`src/rtl/isaPkg.sv`:
```
`default_nettype none

package isaPkg;

    localparam int wordWidth   = 32;
    localparam int numRegs     = 16;
    localparam int regIdxWidth = $clog2(numRegs);
    localparam int constWidth  = 19;

    // Opcode sits in instruction bits 31 to 27
    typedef enum logic [4:0] {
        opLd   = 5'b00000,
        opSt   = 5'b00010,
        opAdd  = 5'b00011,
        opSub  = 5'b00100,
        opAnd  = 5'b00101,
        opOr   = 5'b00110,
        opAddi = 5'b01100,
        opMul  = 5'b01110,
        opIn   = 5'b10110,
        opOut  = 5'b10111,
        opMfhi = 5'b11000,
        opMflo = 5'b11001,
        opHalt = 5'b11011
    } opcodeT;

    // Register format view of the low 19 bits
    typedef struct packed {
        logic [regIdxWidth-1:0]            rc;
        logic [constWidth-regIdxWidth-1:0] spare;
    } regTailT;

    // rc overlaps the top of the constant
    typedef union packed {
        regTailT               fmt;
        logic [constWidth-1:0] constant;
    } tailT;

    typedef struct packed {
        opcodeT                 opcode;
        logic [regIdxWidth-1:0] ra;
        logic [regIdxWidth-1:0] rb;
        tailT                   tail;
    } instrT;

endpackage

`default_nettype wire

```
`src/rtl/datapathPkg.sv`:
```
`default_nettype none

package datapathPkg;

    // Source that drives the shared bus
    typedef enum logic [3:0] {
        srcGpReg,
        srcHi,
        srcLo,
        srcZHigh,
        srcZLow,
        srcPc,
        srcMdr,
        srcInPort,
        srcConst
    } busSrcT;

    // incPc passes B plus one
    typedef enum logic [2:0] {
        aluAdd,
        aluSub,
        aluAnd,
        aluOr,
        aluMul,
        aluIncPc
    } aluOpT;

    typedef struct packed {
        busSrcT busSrc;
        logic   gra;
        logic   grb;
        logic   grc;
        logic   rIn;
        logic   rOut;
        logic   baOut;
        logic   marIn;
        logic   mdrIn;
        logic   memRead;
        logic   memWrite;
        logic   yIn;
        logic   zIn;
        logic   pcIn;
        logic   irIn;
        logic   hiIn;
        logic   loIn;
        logic   inPortIn;
        logic   outPortIn;
        aluOpT  aluOp;
    } ctrlWordT;

endpackage

`default_nettype wire

```
`src/rtl/alu.sv`:
```
`timescale 1ns/1ps
`default_nettype none

module alu (
    input  logic [isaPkg::wordWidth-1:0]   a,
    input  logic [isaPkg::wordWidth-1:0]   b,
    input  datapathPkg::aluOpT             op,
    output logic [2*isaPkg::wordWidth-1:0] result
);
    import isaPkg::*;
    import datapathPkg::*;

    logic signed [2*wordWidth-1:0] product;
    logic        [wordWidth-1:0]   low;

    // Both operands sign-extended to the full product width
    assign product = $signed({{wordWidth{a[wordWidth-1]}}, a})
                   * $signed({{wordWidth{b[wordWidth-1]}}, b});

    always_comb begin
        case (op)
            aluAdd:   low = a + b;
            aluSub:   low = a - b;
            aluAnd:   low = a & b;
            aluOr:    low = a | b;
            aluIncPc: low = b + wordWidth'(1);
            default:  low = '0;
        endcase
    end

    // Upper half only carries data for multiply
    assign result = (op == aluMul) ? product : {{wordWidth{1'b0}}, low};

endmodule

`default_nettype wire

```
`src/rtl/selectEncode.sv`:
```
`timescale 1ns/1ps
`default_nettype none

module selectEncode (
    input  isaPkg::instrT                ir,
    input  logic                         gra,
    input  logic                         grb,
    input  logic                         grc,
    input  logic                         rIn,
    input  logic                         rOut,
    output logic [isaPkg::numRegs-1:0]   regWe,
    output logic [isaPkg::numRegs-1:0]   regRe,
    output logic [isaPkg::wordWidth-1:0] constExt
);
    import isaPkg::*;

    logic [regIdxWidth-1:0] field;
    logic [numRegs-1:0]     decoded;

    // Register field picked by the control step
    assign field = ({regIdxWidth{gra}} & ir.ra)
                 | ({regIdxWidth{grb}} & ir.rb)
                 | ({regIdxWidth{grc}} & ir.tail.fmt.rc);

    assign decoded = numRegs'(1) << field;
    assign regWe   = rIn ? decoded : '0;
    assign regRe   = rOut ? decoded : '0;

    assign constExt = {{(wordWidth - constWidth){ir.tail.constant[constWidth-1]}},
                       ir.tail.constant};

    // A control step names a single register field
    always_comb begin
        assert ($onehot0({gra, grb, grc}))
            else $error("more than one register field selected");
    end

endmodule

`default_nettype wire

```
`src/rtl/regFile.sv`:
```
`timescale 1ns/1ps
`default_nettype none

module regFile (
    input  logic                         clk,
    input  logic                         rst,
    input  logic [isaPkg::numRegs-1:0]   regWe,
    input  logic [isaPkg::numRegs-1:0]   regRe,
    input  logic [isaPkg::wordWidth-1:0] busIn,
    output logic [isaPkg::wordWidth-1:0] regOut
);
    import isaPkg::*;

    logic [wordWidth-1:0] regs [numRegs];

    for (genvar i = 0; i < numRegs; i++) begin : gpReg
        always_ff @(posedge clk) begin
            if (rst) begin
                regs[i] <= '0;
            end else if (regWe[i]) begin
                regs[i] <= busIn;
            end
        end
    end

    // One-hot read, OR of the selected register
    always_comb begin
        regOut = '0;
        for (int i = 0; i < numRegs; i++) begin
            if (regRe[i]) regOut = regOut | regs[i];
        end
    end

    regReadOneHot: assert property (@(posedge clk) disable iff (rst) $onehot0(regRe))
        else $error("several general registers drive the bus");

endmodule

`default_nettype wire

```
`src/rtl/datapath.sv`:
```
`timescale 1ns/1ps
`default_nettype none

module datapath #(
    parameter int memDepth = 512
) (
    input  logic                         clk,
    input  logic                         rst,
    input  datapathPkg::ctrlWordT        ctrl,
    input  logic [isaPkg::wordWidth-1:0] inPortData,
    input  logic [isaPkg::wordWidth-1:0] memRdData,
    output isaPkg::instrT                ir,
    output logic [$clog2(memDepth)-1:0]  memAddr,
    output logic [isaPkg::wordWidth-1:0] memWrData,
    output logic [isaPkg::wordWidth-1:0] outPortData
);
    import isaPkg::*;
    import datapathPkg::*;

    localparam int addrWidth = $clog2(memDepth);

    logic [wordWidth-1:0]   bus;
    logic [wordWidth-1:0]   pc, mdr, y, hi, lo, inPort, outPort;
    logic [2*wordWidth-1:0] z;
    logic [addrWidth-1:0]   mar;
    logic [numRegs-1:0]     regWe, regRe;
    logic [wordWidth-1:0]   regOut, gpValue, constExt;
    logic [2*wordWidth-1:0] aluResult;

    always_ff @(posedge clk) begin
        if (rst) begin
            pc      <= '0;
            ir      <= '0;
            mar     <= '0;
            mdr     <= '0;
            y       <= '0;
            z       <= '0;
            hi      <= '0;
            lo      <= '0;
            inPort  <= '0;
            outPort <= '0;
        end else begin
            if (ctrl.pcIn) pc <= bus;
            if (ctrl.irIn) ir <= bus;
            if (ctrl.marIn) mar <= bus[addrWidth-1:0];
            // MDR takes memory data on reads, the bus otherwise
            if (ctrl.mdrIn) mdr <= ctrl.memRead ? memRdData : bus;
            if (ctrl.yIn) y <= bus;
            if (ctrl.zIn) z <= aluResult;
            if (ctrl.hiIn) hi <= bus;
            if (ctrl.loIn) lo <= bus;
            if (ctrl.inPortIn) inPort <= inPortData;
            if (ctrl.outPortIn) outPort <= bus;
        end
    end

    // R0 as a base address reads as zero
    assign gpValue = (ctrl.baOut && regRe[0]) ? '0 : regOut;

    always_comb begin
        case (ctrl.busSrc)
            srcHi:     bus = hi;
            srcLo:     bus = lo;
            srcZHigh:  bus = z[2*wordWidth-1:wordWidth];
            srcZLow:   bus = z[wordWidth-1:0];
            srcPc:     bus = pc;
            srcMdr:    bus = mdr;
            srcInPort: bus = inPort;
            srcConst:  bus = constExt;
            default:   bus = gpValue;
        endcase
    end

    // Memory sees the address MAR is about to take
    assign memAddr     = ctrl.marIn ? bus[addrWidth-1:0] : mar;
    assign memWrData   = mdr;
    assign outPortData = outPort;

    selectEncode selectEncode_inst (
        .ir       (ir),
        .gra      (ctrl.gra),
        .grb      (ctrl.grb),
        .grc      (ctrl.grc),
        .rIn      (ctrl.rIn),
        .rOut     (ctrl.rOut),
        .regWe    (regWe),
        .regRe    (regRe),
        .constExt (constExt)
    );

    regFile regFile_inst (
        .clk    (clk),
        .rst    (rst),
        .regWe  (regWe),
        .regRe  (regRe),
        .busIn  (bus),
        .regOut (regOut)
    );

    alu alu_inst (
        .a      (y),
        .b      (bus),
        .op     (ctrl.aluOp),
        .result (aluResult)
    );

endmodule

`default_nettype wire

```
`config.mk`:
```
export PLATFORM = sky130hd
export DESIGN_NAME = datapath
export DESIGN_NICKNAME = d
export VERILOG_FILES = /design/src/rtl/isaPkg.sv /design/src/rtl/datapathPkg.sv /design/src/rtl/alu.sv /design/src/rtl/selectEncode.sv /design/src/rtl/regFile.sv /design/src/rtl/datapath.sv
export SDC_FILE = /design/constraint.sdc
export NUM_CORES = 2
export LEC_CHECK = 0
export BUFFER_PORTS_ARGS = -buffer_cell sky130_fd_sc_hd__buf_2
export CAP_MARGIN = 15
export CORE_MARGIN = 5
export CORE_UTILIZATION = 65
export DETAILED_ROUTE_END_ITERATION = 10
export PLACE_DENSITY = 0.86
export SKIP_LAST_GASP = 1
export SYNTH_ARGS = -nofsm -noshare
export SYNTH_HDL_FRONTEND = slang
export SYNTH_HIERARCHICAL = 1
export SYNTH_SLANG_ARGS = --single-unit
```
`constraint.sdc`:
```
create_clock -name clk -period 16.3 [get_ports clk]
set_input_delay 3.26 -clock clk [delete_from_list [all_inputs] [get_ports clk]]
set_output_delay 3.26 -clock clk [all_outputs]
set_load 0.03 [all_outputs]
```
# [Yosys cells after proc, flatten, opt, wreduce, memory -nomap -nowiden]
# Memory sizes are Yosys's and may differ from the RTL's.
# Index checks and enable logic that the tools add are counted.
[word_totals] in_bits=91 output_inout_bits=105 mem_bits_rw=512 word_cells=162 memories=1 reg_bits=329
[classes] n_reduce_logical=2 n_shift=1 n_addsub=3 bitwise_logic=38 n_mul=1 mux=90 eq_ne=13
[mem_list] memory="regFile_inst.regs" words=16 width=32 read_ports=16 rd_ports_with_merged_regs=0 write_ports=16 line_no="regFile.sv:14" rtl="logic [wordWidth-1:0] regs [numRegs];"
[op_table] operator="$mux W32" n=34
[op_table] operator="$or A32 B32 Y32" n=16
[op_table] operator="$pmux W32 S8" n=1
[op_table] operator="$pmux W32 S5" n=1
[op_table] operator="$mul A32 B32 Y64" n=1
[op_table] operator="$mux W64" n=1
[op_table] operator="$mux W1" n=50
[op_table] operator="$add A32 B1 Y32 const B" n=1
[op_table] operator="$add A32 B32 Y32" n=1
[op_table] operator="$and A32 B32 Y32" n=1
[op_table] operator="$mux W16" n=2
[op_table] operator="$sub A32 B32 Y32" n=1
[op_table] operator="$eq A4 B3 Y1 const B" n=4
[op_table] operator="$or A1 B1 Y1" n=16
[op_table] operator="$shl A1 B4 Y16 const A" n=1
[op_table] operator="$and A4 B4 Y4" n=3
[op_table] operator="$mux W9" n=1
[op_table] operator="$eq A4 B2 Y1 const B" n=2
[op_table] operator="$or A4 B4 Y4" n=2
[op_table] operator="$eq A3 B2 Y1 const B" n=2
[op_table] operator="$eq A3 B3 Y1 const B" n=2
[op_table] operator="$eq A4 B1 Y1 const B" n=1
[op_table] operator="$eq A4 B4 Y1 const B" n=1
[op_table] operator="$eq A3 B1 Y1 const B" n=1
[op_table] operator="2 further kinds" n=2

# [Depth between registers and ports, before layout]
[logic_depth] depth_word=41 ltp_mapped=44 ltp_nobuf=38

# [Cells and area by module]
# Netlist, hierarchy kept.
[by_module_without_submodules] mod="alu" area_per_inst_um2=40480.1 instances=1 cells_per_inst=4705
[by_module_without_submodules] mod="regFile" area_per_inst_um2=22006.1 instances=1 cells_per_inst=1475
[by_module_without_submodules] mod="datapath" area_per_inst_um2=14292.5 instances=1 cells_per_inst=1417
[by_module_without_submodules] mod="selectEncode" area_per_inst_um2=489.2 instances=1 cells_per_inst=82

# [Worst setup path after synthesis]
# OpenSTA, ideal clock, no wires.
[synth_timing] kind="input -> register" startpoint="input ctrl[20] in the netlist's numbering" endpoint="register z[60]" path_buffers=4 cell_stages=38 path_slack_ps=3068 required_time_ps=16172 arrival_ps=13104 path_cell_list="a222oi_1 -> or3b_1 -> nor2_1 -> buf_6 -> a22o_1 -> a221oi_1 -> nand4_1 -> o211ai_1 -> o211a_1 -> buf_4 -> inv_1 -> clkbuf_1 -> inv_1 -> nor2_1 -> fa_1 -> fa_1 -> fa_1 -> fa_1 -> [... 2 more ...] -> inv_1 -> fa_1 -> inv_1 -> fa_1 -> inv_1 -> fa_1 -> ha_1 -> clkbuf_1 -> a21o_1 -> a21oi_1 -> nor4b_1 -> a211oi_2 -> a41oi_1 -> a21oi_1 -> xnor2_1 -> nor2_1 -> mux2i_1 -> nor2_1"
[synth_between] word_cells_on_any_way=41
[synth_lines] item="from (decl)" line_no="datapath.sv:9" rtl="input datapathPkg::ctrlWordT ctrl,"
[synth_lines] item="$and A4 B4 Y4 *" line_no="selectEncode.sv:21" rtl="assign field = ({regIdxWidth{gra}} & ir.ra)"
[synth_lines] item="$or A4 B4 Y4 *" line_no="selectEncode.sv:22" rtl="| ({regIdxWidth{grb}} & ir.rb)"
[synth_lines] item="$or A4 B4 Y4 *" line_no="selectEncode.sv:23" rtl="| ({regIdxWidth{grc}} & ir.tail.fmt.rc);"
[synth_lines] item="$shl A1 B4 Y16 *" line_no="selectEncode.sv:25" rtl="assign decoded = numRegs'(1) << field;"
[synth_lines] item="$mux W16 *" line_no="selectEncode.sv:27" rtl="assign regRe = rOut ? decoded : '0;"
[synth_lines] item="named net regRe[3]" line_no="datapath.sv:26" rtl="logic [numRegs-1:0] regWe, regRe;"
[synth_lines] item="$mux W32 *" line_no="regFile.sv:30" rtl="if (regRe[i]) regOut = regOut | regs[i];"
[synth_lines] item="$or A32 B32 Y32" line_no="regFile.sv:30"
[synth_lines] item="[... 22 more ...]"
[synth_lines] item="$mux W32 *" line_no="regFile.sv:30"
[synth_lines] item="named net regOut[3]" line_no="datapath.sv:27" rtl="logic [wordWidth-1:0] regOut, gpValue, constExt;"
[synth_lines] item="$mux W32 *" line_no="datapath.sv:58" rtl="assign gpValue = (ctrl.baOut && regRe[0]) ? '0 : regOut;"
[synth_lines] item="$pmux W32 S8 *" line_no="datapath.sv:61" rtl="case (ctrl.busSrc)"
[synth_lines] item="named net bus[3]" line_no="datapath.sv:22" rtl="logic [wordWidth-1:0] bus;"
[synth_lines] item="$mul A32 B32 Y64 *" line_no="alu.sv:18" rtl="* $signed({{wordWidth{b[wordWidth-1]}}, b});"
[synth_lines] item="$mux W64 *" line_no="alu.sv:32" rtl="assign result = (op == aluMul) ? product : {{wordWidth{1'b0}}, low};"
[synth_lines] item="named net aluResult[60]" line_no="datapath.sv:28" rtl="logic [2*wordWidth-1:0] aluResult;"
[synth_lines] item="to (signal assigned)" line_no="datapath.sv:49" rtl="if (ctrl.zIn) z <= aluResult;"
[synth_lines] item="to (decl)" line_no="datapath.sv:24" rtl="logic [2*wordWidth-1:0] z;"
# Mark *: on every way through the listed nets, which the timed path passes. The rest lies on a longest branch.
# A chain may end at the register's enable or synchronous reset.

# [Worst setup path after layout]
[layout_timing] startpoint="input ctrl[19] in the netlist's numbering" endpoint="register z[63]"
[layout_between] word_cells_on_any_way=41
[layout_lines] item="$and A4 B4 Y4 *" line_no="selectEncode.sv:22"
[layout_lines] item="$or A4 B4 Y4 *" line_no="selectEncode.sv:22"
[layout_lines] item="$or A4 B4 Y4 *" line_no="selectEncode.sv:23"
[layout_lines] item="$shl A1 B4 Y16 *" line_no="selectEncode.sv:25"
[layout_lines] item="$mux W16 *" line_no="selectEncode.sv:27"
[layout_lines] item="named net regRe[11]" line_no="datapath.sv:26"
[layout_lines] item="$mux W32 *" line_no="regFile.sv:30"
[layout_lines] item="$or A32 B32 Y32" line_no="regFile.sv:30"
[layout_lines] item="[... 6 more ...]"
[layout_lines] item="$mux W32 *" line_no="regFile.sv:30"
[layout_lines] item="named net regOut[5]" line_no="datapath.sv:27"
[layout_lines] item="$mux W32 *" line_no="datapath.sv:58"
[layout_lines] item="$pmux W32 S8 *" line_no="datapath.sv:61"
[layout_lines] item="named net bus[5]" line_no="datapath.sv:22"
[layout_lines] item="$mul A32 B32 Y64 *" line_no="alu.sv:18"
[layout_lines] item="$mux W64 *" line_no="alu.sv:32"
[layout_lines] item="named net aluResult[63]" line_no="datapath.sv:28"
# Marks and branches as above.

==> reports/qor.json <==
{
  "status": {
    "run_status": "completed"
  },
  "synthesis": {
    "syn-mean-instance-area_um2": 10.1,
    "muxShareOfSynthArea": 0.0285,
    "post_synth_fa_ha_maj_area_fraction": 0.331,
    "synth.most_common_cell": "sky130_fd_sc_hd__fa_1",
    "post-synth-top-area-cell": "sky130_fd_sc_hd__fa_1",
    "synth_enable_flop_cells": 512,
    "ys_warn_count": 6,
    "yosys.area_share.simple": 0.138,
    "synth-main-ff-cell": "sky130_fd_sc_hd__edfxtp_1",
    "synth.top_cell.area_share": 0.281,
    "mappedNetlistNets": 9165,
    "synthCells": 7679,
    "ys_seq_area_frac": 0.284,
    "complex_gate_fraction_of_the_synthesized_area": 0.119,
    "synth-xor-area-share": 0.0127,
    "synth_area_mm2": 0.0773,
    "asyncSetResetFlopFracSynth": 0,
    "synth_top_family_by_area": "adder cells",
    "distinct_cells_synth": 100,
    "ys_top_cells_by_count": "1,084 x sky130_fd_sc_hd__fa_1, 1,067 x sky130_fd_sc_hd__inv_1, 990 x sky130_fd_sc_hd__nor2_1",
    "yosys_register_bits": 841,
    "synth_area_leaders": "sky130_fd_sc_hd__fa_1 28%, sky130_fd_sc_hd__edfxtp_1 20%, sky130_fd_sc_hd__dfxtp_1 8.5%, sky130_fd_sc_hd__inv_1 5.2%, sky130_fd_sc_hd__ha_1 5.0%"
  },
  "cts": {
    "cts.hold.buffers_added": 0,
    "clkSinkCount": 841,
    "cts.repair.resized": 0,
    "insertion_delay_ps": 660,
    "cts_tree": "done",
    "cts_buffers": 81,
    "cts.htree.levels": 3,
    "post_cts.repair.setup_buffers": 0,
    "clkSlewWorstSetupHoldPaths_ps": 70,
    "clock_root_buffer": "sky130_fd_sc_hd__clkbuf_16",
    "clock_path_buffers": 3
  },
  "floorplan": {
    "die_y_um": 355,
    "die_area_mm2": 0.126,
    "rows": 126,
    "core_area_mm2": 0.118,
    "io_pins": 196,
    "starting_density": 0.654,
    "width_of_the_chip_um": 355
  },
  "routing": {
    "drt-pass1-iter-count": 10,
    "drt_wl_total_mm": 261,
    "routedWlPerCell_um": 28.1,
    "remaining_drc_errors": 0,
    "detailroute.via_count": 61300,
    "routed_via_density": 6.61,
    "drc_violation_total_after_the_first_tritonroute_iteration": 7879,
    "final_antenna_net_count": 0
  },
  "placed_design": {
    "post-place-ws_ps": 956,
    "placed_cell_areas_mm2": 0.0796,
    "place_congestion": 1.04,
    "placedCellCount": 9093,
    "post-dp-hpwl_mm": 189,
    "placement.io_buffers": 194
  },
  "sta": {
    "setup-tns-final_ps": 0,
    "worst_slack_ps": 1120,
    "timing.clock.skew_ps": 59.6,
    "layout_min_cycle_time_ps": 15180,
    "finalHoldViolCount": 0,
    "setup_viol": 0,
    "grt_setup_unrepaired": "no",
    "timing_worst_slew_pin_value_ps": 1330,
    "min_period_over_period": 0.931,
    "max-slew-margin-rel": 0.115,
    "maxSlewViolCount": 0,
    "max_clock_freq_mhz": 65.9
  },
  "critical_path": {
    "cpMaxStageDelayCell": "sky130_fd_sc_hd__a221oi_1",
    "startpoint_type": "input port",
    "r2r_cells": 38,
    "criticalPathCategory": "in2reg",
    "critPathRequiredTime_ps": 16820,
    "worstSetupEndpointType": "register",
    "cp.arrival_ps": 15700,
    "delay_of_the_slowest_cell_on_the_worst_path_ps": 790,
    "path_max_fanout": 14
  },
  "finish": {
    "finish.cell_count_without_fillers": 9267,
    "finalNetCount": 9132,
    "final_area_mm2": 0.0824,
    "syn_to_final_growth_pct": 6.60,
    "drive_gt1_frac": 0.111,
    "final_core_utilization": 0.698
  },
  "global_route": {
    "antenna_found_initial": 21,
    "grt_overflow": 0,
    "groute.usage.overall": 0.410,
    "vias_in_the_first_global_route": 64100,
    "grt_start_max_net_pins": 102,
    "wire_length_of_the_first_global_routing_pass_mm": 387
  },
  "power_and_ir_drop": {
    "total_leakage_power_nw": 36.8,
    "worst_vdd_ir_mv": 0.109,
    "power_density_mw_per_mm2": 110
  },
  "worst_hold_path": {
    "min_path_cells": 2,
    "min_path_type": "reg2reg"
  },
  "run": {
    "maxCapViolCount": 0
  }
}
worst max-delay path: cells and delay by family:
family,cells,cell delay [ps]
mux,1,170
fa+ha+maj,9,4670
simple gates,7,2010
buf+inv,11,2140
compound gates,10,3160
xor+xnor,1,240
logic make-up (layout without fill, tap and decap cells):
family | after synthesis | count (layout)
and+or+nand+nor | 2307 | 2307
xor gates and xnor gates | 112 | 112
muxes | 208 | 208
adders and majority gates | 1395 | 1395
AOI/OAI and AO/OA | 1163 | 1163
DFF | 841 | 841
other | 0 | 17
buffers and inverters | 1653 | 1688
worst paths after layout:
check | start | endpoint | slack (ps)
setup / recovery | ctrl[19] | z[63]$_SDFFE_PP0P_ | 1120
hold / removal | outPortData[17]$_SDFFE_PP0P_ | outPortData[17]$_SDFFE_PP0P_ | 480
setup reg to reg | ir[18]$_SDFFE_PP0P_ | z[63]$_SDFFE_PP0P_ | 3210
hold reg to reg | outPortData[17]$_SDFFE_PP0P_ | outPortData[17]$_SDFFE_PP0P_ | 480
report_power, final:
group | total (mW) | internal, mW | switching [mW]
Combinational | 4.74 | 1.64 | 3.10
Sequential | 2.46 | 2.38 | 0.0720
Clock | 1.88 | 1.04 | 0.840
Total | 9.08 | 5.07 | 4.01
routing by layer:
layer	share of wire	routed length (µm)	global-route usage	vias to the layer above
li1	-	-	-	24900
met1	0.31	80200	0.465	29900
met2	0.44	115000	0.630	4788
met3	0.14	35800	0.133	1597
met4	0.11	29500	0.351	2
met5	0.000050	13	0	-
through the flow:
stage	total power [mW]	hold WS [ps]
2_1_floorplan	5.50	454
3_5_place_dp	7.06	474
4_1_cts	8.92	485
5_1_grt	9.51	505
6_report	9.08	482
3_3_place_gp	6.90	468
layout by cell type (no fill, tap or decap), drive strengths merged, types with 130 or more instances in the layout:
master  count
and2      519
ha        311
fa       1084
a211oi    222
edfxtp    512
a22o      130
nor2      990
buf       442
a21oi     174
nand2     560
dfxtp     329
inv      1069
a221oi    135
area by class of cell:
class | count | area (µm²)
Multi-Input combinational cell | 5185 | 48700
Inverter | 1095 | 4110
Antenna cell | 17 | 42.5
Fill cell | 8071 | 35700
Sequential cell | 841 | 22000
Timing Repair Buffer | 442 | 3000
Clock buffer | 116 | 2290
Clock inverter | 35 | 369
Tap cell | 1536 | 1920
registers in the layout, indices dropped and copies added, names as in the netlist:
name and flops:
hi 32, inPort 32, ir 32, memWrData 32
lo 32, y 32, regFile_inst/regs 512, z 64
outPortData 32, mar 9, pc 32
Note: power is estimated with default switching activity, not from simulation.
