`config.mk`:
```
export PLATFORM = sky130hd
export DESIGN_NAME = controlUnit
export DESIGN_NICKNAME = d
export VERILOG_FILES = /design/src/rtl/isaPkg.sv /design/src/rtl/datapathPkg.sv /design/src/rtl/controlUnit.sv
export SDC_FILE = /design/constraint.sdc
export NUM_CORES = 1
export LEC_CHECK = 0
export ABC_AREA = 0
export CORE_UTILIZATION = 45
export CTS_BUF_LIST = sky130_fd_sc_hd__clkbuf_4 sky130_fd_sc_hd__clkbuf_8 sky130_fd_sc_hd__clkbuf_16
export DETAILED_ROUTE_END_ITERATION = 8
export DONT_BUFFER_PORTS = 1
export GPL_TIMING_DRIVEN = 0
export PLACE_DENSITY = 0.68
export REMOVE_ABC_BUFFERS = 1
export SETUP_SLACK_MARGIN = 0.4
export SYNTH_ARGS = -nofsm -noshare
export SYNTH_HDL_FRONTEND = slang
export SYNTH_SLANG_ARGS = --single-unit
```
`constraint.sdc`:
```
create_clock -name clk -period 5.2 [get_ports clk]
set_input_delay 0.78 -clock clk [delete_from_list [all_inputs] [get_ports clk]]
set_output_delay 0.78 -clock clk [all_outputs]
set_load 0.05 [all_outputs]
```
`src/rtl/isaPkg.sv`:
```
`default_nettype none

package isaPkg;

    localparam int wordWidth   = 32;
    localparam int numRegs     = 16;
    localparam int regIdxWidth = $clog2(numRegs);
    localparam int constWidth  = 19;

    // Opcode sits in instruction bits 31 to 27
    typedef enum logic [4:0] {
        opLd   = 5'b00000,
        opSt   = 5'b00010,
        opAdd  = 5'b00011,
        opSub  = 5'b00100,
        opAnd  = 5'b00101,
        opOr   = 5'b00110,
        opAddi = 5'b01100,
        opMul  = 5'b01110,
        opIn   = 5'b10110,
        opOut  = 5'b10111,
        opMfhi = 5'b11000,
        opMflo = 5'b11001,
        opHalt = 5'b11011
    } opcodeT;

    // Register format view of the low 19 bits
    typedef struct packed {
        logic [regIdxWidth-1:0]            rc;
        logic [constWidth-regIdxWidth-1:0] spare;
    } regTailT;

    // rc overlaps the top of the constant
    typedef union packed {
        regTailT               fmt;
        logic [constWidth-1:0] constant;
    } tailT;

    typedef struct packed {
        opcodeT                 opcode;
        logic [regIdxWidth-1:0] ra;
        logic [regIdxWidth-1:0] rb;
        tailT                   tail;
    } instrT;

endpackage

`default_nettype wire

```
`src/rtl/datapathPkg.sv`:
```
`default_nettype none

package datapathPkg;

    // Source that drives the shared bus
    typedef enum logic [3:0] {
        srcGpReg,
        srcHi,
        srcLo,
        srcZHigh,
        srcZLow,
        srcPc,
        srcMdr,
        srcInPort,
        srcConst
    } busSrcT;

    // incPc passes B plus one
    typedef enum logic [2:0] {
        aluAdd,
        aluSub,
        aluAnd,
        aluOr,
        aluMul,
        aluIncPc
    } aluOpT;

    typedef struct packed {
        busSrcT busSrc;
        logic   gra;
        logic   grb;
        logic   grc;
        logic   rIn;
        logic   rOut;
        logic   baOut;
        logic   marIn;
        logic   mdrIn;
        logic   memRead;
        logic   memWrite;
        logic   yIn;
        logic   zIn;
        logic   pcIn;
        logic   irIn;
        logic   hiIn;
        logic   loIn;
        logic   inPortIn;
        logic   outPortIn;
        aluOpT  aluOp;
    } ctrlWordT;

endpackage

`default_nettype wire

```
`src/rtl/controlUnit.sv`:
```
`timescale 1ns/1ps
`default_nettype none

module controlUnit (
    input  logic                  clk,
    input  logic                  rst,
    input  logic                  run,
    input  isaPkg::instrT         ir,
    output datapathPkg::ctrlWordT ctrl,
    output logic                  done,
    output logic                  outValid
);
    import isaPkg::*;
    import datapathPkg::*;

    typedef enum logic [1:0] {sIdle, sFetch, sExec, sHalted} stateT;

    stateT      state;
    logic [2:0] step;
    logic [2:0] lastStep;
    aluOpT      aluSel;

    // Final execute step per opcode
    always_comb begin
        case (ir.opcode)
            opAdd, opSub, opAnd, opOr, opAddi: lastStep = 3'd2;
            opMul, opSt:                       lastStep = 3'd3;
            opLd:                              lastStep = 3'd4;
            default:                           lastStep = 3'd0;
        endcase
    end

    always_comb begin
        case (ir.opcode)
            opSub:   aluSel = aluSub;
            opAnd:   aluSel = aluAnd;
            opOr:    aluSel = aluOr;
            opMul:   aluSel = aluMul;
            default: aluSel = aluAdd;
        endcase
    end

    always_ff @(posedge clk) begin
        if (rst) begin
            state    <= sIdle;
            step     <= '0;
            outValid <= 1'b0;
        end else begin
            // Port register is loaded at the end of the outPortIn step
            outValid <= ctrl.outPortIn;
            case (state)
                sIdle, sHalted: begin
                    if (run) begin
                        state <= sFetch;
                        step  <= '0;
                    end
                end
                sFetch: begin
                    if (step == 3'd2) begin
                        state <= sExec;
                        step  <= '0;
                    end else begin
                        step <= step + 3'd1;
                    end
                end
                default: begin
                    if (step == lastStep) begin
                        state <= (ir.opcode == opHalt) ? sHalted : sFetch;
                        step  <= '0;
                    end else begin
                        step <= step + 3'd1;
                    end
                end
            endcase
        end
    end

    assign done = (state == sHalted);

    always_comb begin
        ctrl = '0;
        case (state)
            sIdle, sHalted: begin
                // No register selected, so the bus carries zero into PC
                ctrl.pcIn = run;
            end
            sFetch: begin
                case (step)
                    3'd0: begin
                        ctrl.busSrc  = srcPc;
                        ctrl.marIn   = 1'b1;
                        ctrl.memRead = 1'b1;
                        ctrl.aluOp   = aluIncPc;
                        ctrl.zIn     = 1'b1;
                    end
                    3'd1: begin
                        ctrl.busSrc  = srcZLow;
                        ctrl.pcIn    = 1'b1;
                        ctrl.memRead = 1'b1;
                        ctrl.mdrIn   = 1'b1;
                    end
                    default: begin
                        ctrl.busSrc   = srcMdr;
                        ctrl.irIn     = 1'b1;
                        // Input port sampled once per instruction
                        ctrl.inPortIn = 1'b1;
                    end
                endcase
            end
            sExec: begin
                case (ir.opcode)
                    opAdd, opSub, opAnd, opOr, opAddi, opMul: begin
                        case (step)
                            3'd0: begin
                                ctrl.grb  = 1'b1;
                                ctrl.rOut = 1'b1;
                                ctrl.yIn  = 1'b1;
                            end
                            3'd1: begin
                                if (ir.opcode == opAddi) begin
                                    ctrl.busSrc = srcConst;
                                end else begin
                                    ctrl.grc  = 1'b1;
                                    ctrl.rOut = 1'b1;
                                end
                                ctrl.aluOp = aluSel;
                                ctrl.zIn   = 1'b1;
                            end
                            3'd2: begin
                                if (ir.opcode == opMul) begin
                                    ctrl.busSrc = srcZHigh;
                                    ctrl.hiIn   = 1'b1;
                                end else begin
                                    ctrl.busSrc = srcZLow;
                                    ctrl.gra    = 1'b1;
                                    ctrl.rIn    = 1'b1;
                                end
                            end
                            default: begin
                                ctrl.busSrc = srcZLow;
                                ctrl.loIn   = 1'b1;
                            end
                        endcase
                    end
                    opLd, opSt: begin
                        case (step)
                            3'd0: begin
                                ctrl.grb   = 1'b1;
                                ctrl.rOut  = 1'b1;
                                ctrl.baOut = 1'b1;
                                ctrl.yIn   = 1'b1;
                            end
                            3'd1: begin
                                ctrl.busSrc = srcConst;
                                ctrl.aluOp  = aluAdd;
                                ctrl.zIn    = 1'b1;
                            end
                            3'd2: begin
                                if (ir.opcode == opSt) begin
                                    ctrl.gra   = 1'b1;
                                    ctrl.rOut  = 1'b1;
                                    ctrl.mdrIn = 1'b1;
                                end else begin
                                    ctrl.busSrc  = srcZLow;
                                    ctrl.marIn   = 1'b1;
                                    ctrl.memRead = 1'b1;
                                end
                            end
                            3'd3: begin
                                if (ir.opcode == opSt) begin
                                    ctrl.busSrc   = srcZLow;
                                    ctrl.marIn    = 1'b1;
                                    ctrl.memWrite = 1'b1;
                                end else begin
                                    ctrl.memRead = 1'b1;
                                    ctrl.mdrIn   = 1'b1;
                                end
                            end
                            default: begin
                                ctrl.busSrc = srcMdr;
                                ctrl.gra    = 1'b1;
                                ctrl.rIn    = 1'b1;
                            end
                        endcase
                    end
                    opMfhi, opMflo, opIn: begin
                        case (ir.opcode)
                            opMfhi:  ctrl.busSrc = srcHi;
                            opMflo:  ctrl.busSrc = srcLo;
                            default: ctrl.busSrc = srcInPort;
                        endcase
                        ctrl.gra = 1'b1;
                        ctrl.rIn = 1'b1;
                    end
                    opOut: begin
                        ctrl.gra       = 1'b1;
                        ctrl.rOut      = 1'b1;
                        ctrl.outPortIn = 1'b1;
                    end
                    default: begin
                    end
                endcase
            end
            default: begin
            end
        endcase
    end

endmodule

`default_nettype wire

```
Yosys cells after proc, flatten, opt, wreduce, memory -nomap -nowiden

Memory sizes are Yosys's and may differ from the RTL's.
Cells that the tools add are included.

Add/sub/neg operators: 1
Eq/ne operators: 21
Multiplexer cells: 62
Reduce and logical (&&, ||, !) cells: 15

Operator list:

| cell                                                 | number |
|---|---|
| two-way mux 3 bit                                    | 10 |
| case mux 3 bit (2 select lines)                      | 5 |
| equality test 5 bit (second input constant)          | 5 |
| case mux 4 bit (3 select lines)                      | 2 |
| two-way mux 1 bit                                    | 20 |
| two-way mux 2 bit                                    | 9 |
| case mux 4 bit (4 select lines)                      | 1 |
| equality test 5 x 3 -> 1 bit (second input constant) | 3 |
| case mux 3 bit (4 select lines)                      | 1 |
| equality test 5 x 2 -> 1 bit (second input constant) | 2 |
| equality test 5 x 4 -> 1 bit (second input constant) | 2 |
| case mux 1 bit (2 select lines)                      | 5 |
| case mux 1 bit (3 select lines)                      | 3 |
| OR reduction 3 bit                                   | 3 |
| case mux 2 bit (2 select lines)                      | 2 |
| case mux 4 bit (2 select lines)                      | 1 |
| OR reduction 4 bit                                   | 2 |
| OR reduction 8 bit                                   | 1 |
| equality test 3 x 2 -> 1 bit (second input constant) | 2 |
| two-way mux 6 bit                                    | 1 |
| OR reduction 2 bit                                   | 3 |
| OR reduction 6 bit                                   | 1 |
| logical NOT 5 bit                                    | 1 |
| two-way mux 5 bit                                    | 1 |
| other kinds (11)                                     | 13 |

Register bits: 6
Bits in read-only memories: 48
Output and inout port bits: 27
Memories kept: 1

Memories:

| name             | words | width | read ports | clocked after memory_dff | write ports | line              | source |
|---|---|---|---|---|---|---|---|
| (name not given) | 16    | 3     | 1          | 0                        | 0           | controlUnit.sv:25 | `case (ir.opcode)` |

Depth between registers and ports, before layout

Gate-level depths: netlist of the first run.

Depth in word-level cells: 5
Depth in mapped cells: 8

Worst setup path before layout of the first run

Ideal clock, no wire load.

Kind: input port to output port
From: input ir[31] (netlist bit)
To: output ctrl[24] (netlist bit)
Data arrival time: 4.257 ns
Data required time: 4.420 ns
Path slack: 0.163 ns
Stages: 7
Cell sequence: clkbuf_1 -> buf_2 -> nor4bb_1 -> a21oi_1 -> o21ai_1 -> nand2_1 -> a2111oi_0

RTL lines:

| item               | line             | source |
|---|---|---|
| start: declaration | controlUnit.sv:8 | `input isaPkg::instrT ir,` |
| end: declaration   | controlUnit.sv:9 | `output datapathPkg::ctrlWordT ctrl,` |

==> summary.txt, run 1 <==
status -> complete, no violations
slowest stage delay, CP -> 0.85 ns
CP max stage cell -> a21oi_1
nets -> 215
CTS max path bufs -> 2
Setup Crit Path Kind -> reg2out
port buffer count -> 0
setup violators final -> 0
post-synthesis cell count -> 182
Worst-Skew Late Latency -> 0.25 ns
share of cells above drive strength 1 -> 0.08929
sequential-to-total area share from yosys stat -> 0.09619
number of synthesized register bits -> 6
WP data required -> 4.42 ns
Starting Density -> 0.4907
H-tree lvl count -> 1
Tightest Pin Transition -> 1.357 ns
GRT Util Overall -> 0.2353
Slew headroom -> 0.09390
initial antenna violation count -> 0
r2r worst-path depth -> 7
WP data arrival -> 2.84 ns
worst min path class -> reg2reg
Synth top cells by count -> a21oi_1 (13), nor2_1 (13), nand2_1 (11), clkbuf_1 (10), ha_1 (10)
average size of a mapped cell -> 6.861 um2
Boundary Pins -> 62
distinct cell type count after synthesis -> 56
cts-stage hold buffer count -> 0
Final min period -> 3.624 ns
CTS tree -> done
CTS root buffer -> clkbuf_4
FMAX -> 275.9 MHz
Lkg Pwr -> 0.4380 nW
CP cell instances -> ha_1 -> nor2b_1 -> o21ai_0 -> a211oi_1 -> o311ai_1 -> a21oi_1
final hold violations -> 0
kind of end point of the critical path -> primary output
Hold Path Stages -> 2
worst IR drop on VDD -> 0.3647 mV
First-pass DRT Iterations -> 4
Core ar. -> 2545 um2
Mapped Area -> 1249 um2
RSZ-0062 raised after global routing -> no
Post-synth ARST share -> 0
largest net degree at the start of global routing -> 27
DR DRC count -> 0
post-CTS setup buffer count -> 0
pwr dens -> 382.9 nW/um2
Vias/cell -> 6.899
Synth area leader -> ha_1
end-of-flow core utilization -> 0.4995
Ys Warns -> 0
Die Span Y -> 54.68 um
drt wl/cell -> 17.56 um
first-pass GRT wire length -> 5.195 mm
total power -> 0.4867 mW
number of gates resized after cts -> 0
Buf/Inv on CP -> 0
Die W -> 54.68 um
EDFF count, synth -> 0
CTS Buf Count -> 3
max_cap viols -> 0
post-synth top area share -> 0.1002
Setup crit start kind -> flip-flop
Worst path depth -> 6
max-slew violations -> 0
Routed Antenna Nets -> 0
Die ar. -> 2989 um2
final WL -> 3.477 mm
total negative slack -> 0 ns
CP max FO -> 8
clock skew -> 0.008359 ns
main area contributors after synthesis -> ha_1 (10%), dfxtp_1 (9.6%), a21oi_1 (5.2%)
clock sinks -> 6
DRT iter0 DRCs -> 40
total grt overflow -> 0
hpwl dp -> 2.531 mm
gpl congestion -> 0.8683
via count -> 1366
Most used DFF post-synth -> dfxtp_1
Tcrit/Tclk final -> 0.6970
number of global-route vias before repair -> 1169
area grow syn2layout -> 1.804%
Cell Rows -> 18
family with the most delay on the worst path -> compound AO/OA/AOI/OAI gates
Worst-path clk slew -> 0.04 ns
diodes inserted -> 0
==> state kept, by name (all words and copies together), names as in the netlist <==
name / count
outValid: 1
step: 3
state: 2
==> cell families after synthesis <==
family,after synthesis,synth area share
compound gates,60,0.3227
xor+xnor,4,0.02806
fa+ha+maj,10,0.1002
buf+inv,25,0.08417
flops,6,0.09620
mux,3,0.02405
simple gates,74,0.3447
==> final cells by class <==
type	instances	area, um2
Fill cell	259	1274
Inverter	8	30.03
Multi-Input combinational cell	151	1061
Sequential cell	6	120.1
Clock buffer	3	22.52
Tap cell	30	37.54
==> metrics by stage <==
stage               hold WS, ns  worst slack (ns)  area (um2)  cells
detailed placement       0.5097             1.636        1244    195
global placement         0.5043            0.2592        1211    195
CTS                      0.5194             1.376        1266    198
finish                   0.5135             1.576        1271    198
global route             0.5405             1.422        1271    198
floorplan                0.4768            0.5211        1174    165
==> power breakdown <==
group          switching [mW]  total [mW]  leakage, nW  internal [mW]
logic                   0.272       0.375        0.375          0.103
registers              0.0129      0.0691       0.0490         0.0562
clock network          0.0168      0.0429       0.0138         0.0261
==> layer usage <==
| layer | share of wire | up-vias | GRT usage |
|---|---|---|---|
| li1 | - | 648 | - |
| met2 | 0.47 | 73 | 0.3876 |
| met1 | 0.43 | 642 | 0.2976 |
| met3 | 0.095 | 3 | 0.05833 |
| met5 | 0 | - | 0 |
| met4 | 0.0066 | 0 | 0.06838 |
==> placed cells by master, fill, tap and decap left out, types with 2 or more instances in the layout <==
cell type / instances
a22oi_1: 3
nand2b_1: 9
dfxtp_1: 6
mux2i_1: 3
o21ai_1: 6
nor4b_1: 2
ha_1: 10
a311oi_1: 2
nand3b_1: 2
xnor2_1: 3
o21ai_0: 8
nor2_1: 12
nor4_2: 2
o21a_1: 2
inv_1: 8
and2_1: 2
nor2b_1: 7
a21oi_1: 13
a211oi_1: 3
clkbuf_4: 3
o211ai_1: 2
nor4_1: 2
nand2_1: 11
or3_1: 5
nand4_1: 2
o31ai_2: 2
and3_1: 3
nor3_1: 6
a2bb2oi_1: 2
==> final timing paths <==
kind                            slack, ns      from        to
worst max-delay path                 1.58   step[1]  ctrl[23]
worst min-delay path                 0.51   step[0]   step[0]
worst max register to register       2.90  state[0]  state[0]
worst min register to register       0.51   step[0]   step[0]
==> worst register-to-register path, delay by kind of cell (launching register included) <==
kind,cells,cell delay (ns)
buffers and inverters,1,0.06
adder cells (fa/ha/maj),1,0.51
AND/OR/NAND/NOR,1,0.50
AO/OA/AOI/OAI,4,0.75
flip-flops,1,0.39
(Power assumes the default switching activity.)
==> run 2: changes to the inputs <==
--- a/config.mk
+++ b/config.mk
@@ -5,7 +5,7 @@
 export SDC_FILE = /design/constraint.sdc
 export NUM_CORES = 1
 export LEC_CHECK = 0
-export ABC_AREA = 0
+export ABC_AREA = 1
 export CORE_UTILIZATION = 45
 export CTS_BUF_LIST = sky130_fd_sc_hd__clkbuf_4 sky130_fd_sc_hd__clkbuf_8 sky130_fd_sc_hd__clkbuf_16
 export DETAILED_ROUTE_END_ITERATION = 8
==> constraint.sdc (replaced) <==
create_clock -name clk -period 3.71 [get_ports clk]
set_input_delay 0.5565 -clock clk [delete_from_list [all_inputs] [get_ports clk]]
set_output_delay 0.5565 -clock clk [all_outputs]
set_load 0.05 [all_outputs]
==> summary.txt, run 2 <==
diodes inserted -> 0
Synth top cells by count -> nand2_1 (53), nor2_1 (34), inv_1 (24), nand3_1 (16), a21oi_1 (11)
Tcrit/Tclk final -> 0.8521
Hold Path Stages -> 1
commonest non-fill, non-tap cell in the layout -> nand2_1
Logic pwr share -> 0.796
r2r worst-path depth -> 7
CTS max path bufs -> 2
Die ar. -> 2574 um2
clock sinks -> 6
nets -> 245
First-pass DRT Iterations -> 5
CP max FO -> 14
clock skew -> 0.003596 ns
gpl congestion -> 0.9250
port buffer count -> 0
Largest Register -> step
Seq pwr share -> 0.134
kind of end point of the critical path -> primary output
launching point of the worst reg2reg path -> state[0]
Core ar. -> 2233 um2
largest registers -> step x3, state x2, outValid x1
Worst-path clk slew -> 0.04 ns
Setup Crit Path Kind -> reg2out
Worst-Skew Late Latency -> 0.24 ns
via count -> 1248
Die Span Y -> 50.73 um
distinct cell type count after synthesis -> 23
CTS root buffer -> clkbuf_4
initial antenna violation count -> 0
post-synth top area share -> 0.1862
area grow syn2layout -> 8.314%
FMAX -> 316.3 MHz
share of cells above drive strength 1 -> 0.1061
Post-synth ARST share -> 0
max_cap viols -> 0
main area contributors after synthesis -> nand2_1 (19%), nor2_1 (12%), ha_1 (12%)
CTS Buf Count -> 3
Clock power frac -> 0.069
pwr dens -> 704.0 nW/um2
max reg flops -> 3
RSZ-0062 raised after global routing -> no
Boundary Pins -> 62
r2r setup slk -> 1.87 ns
max-slew violations -> 0
Sequential cell area -> 120.1 um2
H-tree lvl count -> 1
sequential-to-total area share from yosys stat -> 0.1124
Vias/cell -> 5.522
worst hold endpoint -> outValid
setup violators final -> 0
Most used DFF post-synth -> dfxtp_1
Ys Warns -> 0
Synth area leader -> nand2_1
number of global-route vias before repair -> 1105
largest net degree at the start of global routing -> 15
EDFF count, synth -> 0
Mapped Area -> 1069 um2
hold path startpoint -> rst
Fillers -> 241
final hold violations -> 0
total grt overflow -> 0
number of synthesized register bits -> 6
WP data arrival -> 2.60 ns
Final min period -> 3.161 ns
Setup crit start kind -> flip-flop
Die W -> 50.73 um
internal power contribution -> 0.2684 mW
Routed Antenna Nets -> 0
DRT iter0 DRCs -> 58
Psw -> 0.5464 mW
hpwl dp -> 2.302 mm
DR DRC count -> 0
Sw Share -> 0.6705
WP data required -> 3.15 ns
Cell Rows -> 17
average size of a mapped cell -> 5.424 um2
final instance area -> 1157 um2
Tightest Pin Transition -> 1.180 ns
worst IR drop on VDD -> 0.4496 mV
final WL -> 2.773 mm
worst min path class -> in2reg
cts-stage hold buffer count -> 0
total negative slack -> 0 ns
status -> complete, no violations
Placed Area -> 1124 um2
top-count cell post-synth -> nand2_1
CTS tree -> done
Slew headroom -> 0.2135
GRT Util Overall -> 0.2241
post-synthesis cell count -> 197
Starting Density -> 0.4784
Lkg Pwr -> 0.5620 nW
reg-to-reg critical path endpoint -> state[1]
area taken by multi-input logic gates -> 839.6 um2
first-pass GRT wire length -> 4.519 mm
drt wl/cell -> 12.27 um
commonest cells after routing, fill and taps aside -> nand2_1 (53), nor2_1 (33), inv_1 (24)
## run 2: cell families after synthesis
group / after synthesis / synth area share
buf+inv: 33 / 0.1276
fa+ha+maj: 10 / 0.1171
flops: 6 / 0.1124
simple gates: 120 / 0.4941
compound gates: 28 / 0.1487
## run 2: worst max-delay path: stages, from the launching register on
cell and delay, ns:
dfxtp_1 0.35, inv_1 0.07, ha_1 0.37, inv_1 0.33, nor2_1 0.27, inv_1 0.10, a21oi_2 0.89
## run 2: what timing repair did
item                       in CTS  in global routing
buffers inserted                0                  0
gates resized for setup         0                  2
setup endpoints to repair       0                  2
## run 2: worst max-delay path by stage
stage	start	depth (start not counted)	end
CTS	state[0]	7	ctrl[1]
global placement	step[0]	7	ctrl[22]
global route	state[0]	6	ctrl[10]
floorplan	step[0]	7	ctrl[22]
detailed placement	state[0]	7	ctrl[1]
finish	state[0]	6	ctrl[19]
## run 2: layout make-up
cell class | count | area share
Multi-Input combinational cell | 158 | 0.7254
Clock buffer | 3 | 0.01946
Timing Repair Buffer | 2 | 0.02703
Inverter | 29 | 0.09405
Sequential cell | 6 | 0.1038
Tap cell | 28 | 0.03027
## run 2: metal layers
layer / track usage / share of wire / vias up / wire length [um]
met2: 0.3911 / 0.47 / 52 / 1303
li1: - / - / 646 / -
met1: 0.2829 / 0.46 / 548 / 1279
met4: 0.04630 / 0.0040 / 0 / 11
met5: 0 / 0 / - / 0
met3: 0.04242 / 0.064 / 2 / 177
## run 2: through the flow
stage	std cells	total power, mW	hold slack [ns]	setup WS [ns]	utilization
3_5_place_dp	223	0.7507	0.5114	0.6642	0.5031
4_1_cts	226	0.8096	0.3829	0.4005	0.5132
6_report	226	0.8148	0.3891	0.5489	0.5182
2_1_floorplan	193	0.6369	0.4638	0.1812	-
5_1_grt	226	0.8842	0.3849	0.4245	0.5182
3_3_place_gp	221	0.7169	0.4966	-0.01476	0.4818
## run 2: power by group through the flow
| stage | clock, mW | sequential [mW] | combinational [mW] |
|---|---|---|---|
| CTS | 0.0588 | 0.109 | 0.641 |
| finish | 0.0565 | 0.110 | 0.649 |
| global route | 0.0626 | 0.113 | 0.709 |
| global placement | 0 | 0.109 | 0.608 |
| floorplan | 0 | 0.104 | 0.533 |
| detailed placement | 0 | 0.110 | 0.640 |
==> run 3: changes to the inputs <==
--- a/config.mk
+++ b/config.mk
@@ -6,12 +6,12 @@
 export NUM_CORES = 1
 export LEC_CHECK = 0
 export ABC_AREA = 1
-export CORE_UTILIZATION = 45
+export CORE_UTILIZATION = 63
 export CTS_BUF_LIST = sky130_fd_sc_hd__clkbuf_4 sky130_fd_sc_hd__clkbuf_8 sky130_fd_sc_hd__clkbuf_16
 export DETAILED_ROUTE_END_ITERATION = 8
 export DONT_BUFFER_PORTS = 1
 export GPL_TIMING_DRIVEN = 0
-export PLACE_DENSITY = 0.68
+export PLACE_DENSITY = 0.87
 export REMOVE_ABC_BUFFERS = 1
 export SETUP_SLACK_MARGIN = 0.4
 export SYNTH_ARGS = -nofsm -noshare
==> summary.txt, run 3 (same netlist as run 2, synthesis figures left out) <==
worst IR drop on VDD -> 0.5875 mV
reg-to-reg critical path endpoint -> state[0]
Routed Antenna Nets -> 0
initial antenna violation count -> 0
CTS Buf Count -> 3
max reg flops -> 3
final hold violations -> 0
Tightest Pin Transition -> 1.171 ns
worst min path class -> in2reg
FMAX -> 322.1 MHz
Buf/Inv on CP -> 3
hpwl dp -> 2.370 mm
drt wl/cell -> 13.18 um
max-slew violations -> 0
Worst-path clk slew -> 0.04 ns
slowest stage delay, CP -> 0.68 ns
diodes inserted -> 0
worst hold margin -> 0.3924 ns
max_cap viols -> 0
end-of-flow core utilization -> 0.7524
r2r setup slk -> 1.85 ns
Die Span Y -> 43.19 um
clock sinks -> 6
most used cell, CP -> nand2_1
Tcrit/Tclk final -> 0.8368
crit path from -> step[0]
port buffer count -> 0
Slew headroom -> 0.2197
launching point of the worst reg2reg path -> state[0]
CTS max path bufs -> 2
H-tree lvl count -> 1
r2r worst-path depth -> 7
CP max stage cell -> nor2_1
GRT Util Overall -> 0.3385
Worst-Skew Late Latency -> 0.23 ns
status -> complete, no violations
Die W -> 43.19 um
total grt overflow -> 0
hold path startpoint -> rst
gpl congestion -> 0.8903
family with the most delay on the worst path -> simple AND/OR/NAND/NOR gates
Final min period -> 3.105 ns
Setup crit start kind -> flip-flop
Lkg Pwr -> 0.5786 nW
commonest non-fill, non-tap cell in the layout -> nand2_1
Starting Density -> 0.6932
final WL -> 2.861 mm
Hold Path Stages -> 1
Largest Register -> step
CTS root buffer -> clkbuf_4
Die ar. -> 1865 um2
RSZ-0062 raised after global routing -> no
nets -> 248
commonest cells after routing, fill and taps aside -> nand2_1 (53), nor2_1 (33), inv_1 (24)
DRT iter0 DRCs -> 44
area grow syn2layout -> 8.548%
first-pass GRT wire length -> 4.981 mm
CP max FO -> 6
share of cells above drive strength 1 -> 0.1144
First-pass DRT Iterations -> 4
cts-stage hold buffer count -> 0
clock skew -> 0.0003170 ns
WP data required -> 3.15 ns
WP data arrival -> 2.55 ns
Cell Rows -> 14
CP cell instances -> inv_1 -> ha_1 -> nand2_1 -> nand2_1 -> nor2_2 -> buf_16 -> buf_1 -> a21oi_1 -> nor2_1
pwr dens -> 718.2 nW/um2
number of global-route vias before repair -> 1241
largest registers -> step x3, state x2, outValid x1
DR DRC count -> 0
Setup Crit Path Kind -> reg2out
largest net degree at the start of global routing -> 15
CTS tree -> done
setup violators final -> 0
kind of end point of the critical path -> primary output
Vias/cell -> 5.972
Boundary Pins -> 62
worst hold endpoint -> step[2]
Core ar. -> 1541 um2
via count -> 1296
## run 3: stage by stage
stage	area (um2)	std cells	setup WS [ns]	total power [mW]	TNS, ns
floorplan	1041	193	0.1812	0.6369	0
global placement	1061	209	-0.006603	0.7165	-0.006603
detailed placement	1126	214	0.6481	0.7682	0
CTS	1154	217	0.5786	0.8259	0
global route	1160	217	0.4592	0.9002	0
finish	1160	217	0.6053	0.8330	0
## run 3: timing repair
action                                  4_1_cts  5_1_grt
resized for setup                             1        1
endpoints found under the setup margin        1        1
pin swaps                                     0        0
buffers inserted                              0        0
## run 3: how the worst max path moves through the flow
stage | endpoint | slack, ns | cells past startpoint
4_1_cts | ctrl[17] | 0.58 | 7
2_1_floorplan | ctrl[22] | 0.18 | 7
6_report | ctrl[22] | 0.61 | 9
3_3_place_gp | ctrl[22] | -0.007 | 7
5_1_grt | ctrl[10] | 0.46 | 6
3_5_place_dp | ctrl[1] | 0.65 | 7
## run 3: area by class of cell
class,count,area [um2]
Clock buffer,3,22.52
Sequential cell,6,120.1
Multi-Input combinational cell,158,834.6
Fill cell,135,381.6
Tap cell,16,20.02
Inverter,29,108.9
Timing Repair Buffer,5,53.80
## run 3: layer usage
| metal | vias up | GRT usage | share of wire | wire length (um) |
|---|---|---|---|---|
| li1 | 652 | - | - | - |
| met1 | 564 | 0.3795 | 0.39 | 1123 |
| met2 | 76 | 0.6269 | 0.51 | 1458 |
| met3 | 4 | 0.05957 | 0.086 | 246 |
| met4 | 0 | 0.1152 | 0.011 | 32 |
| met5 | - | 0 | 0 | 0 |
## run 3: power breakdown
part,internal [mW],total (mW),switching (mW)
clock,0.0363,0.0550,0.0188
combinational,0.156,0.669,0.512
sequential,0.0846,0.109,0.0248
total,0.277,0.833,0.556
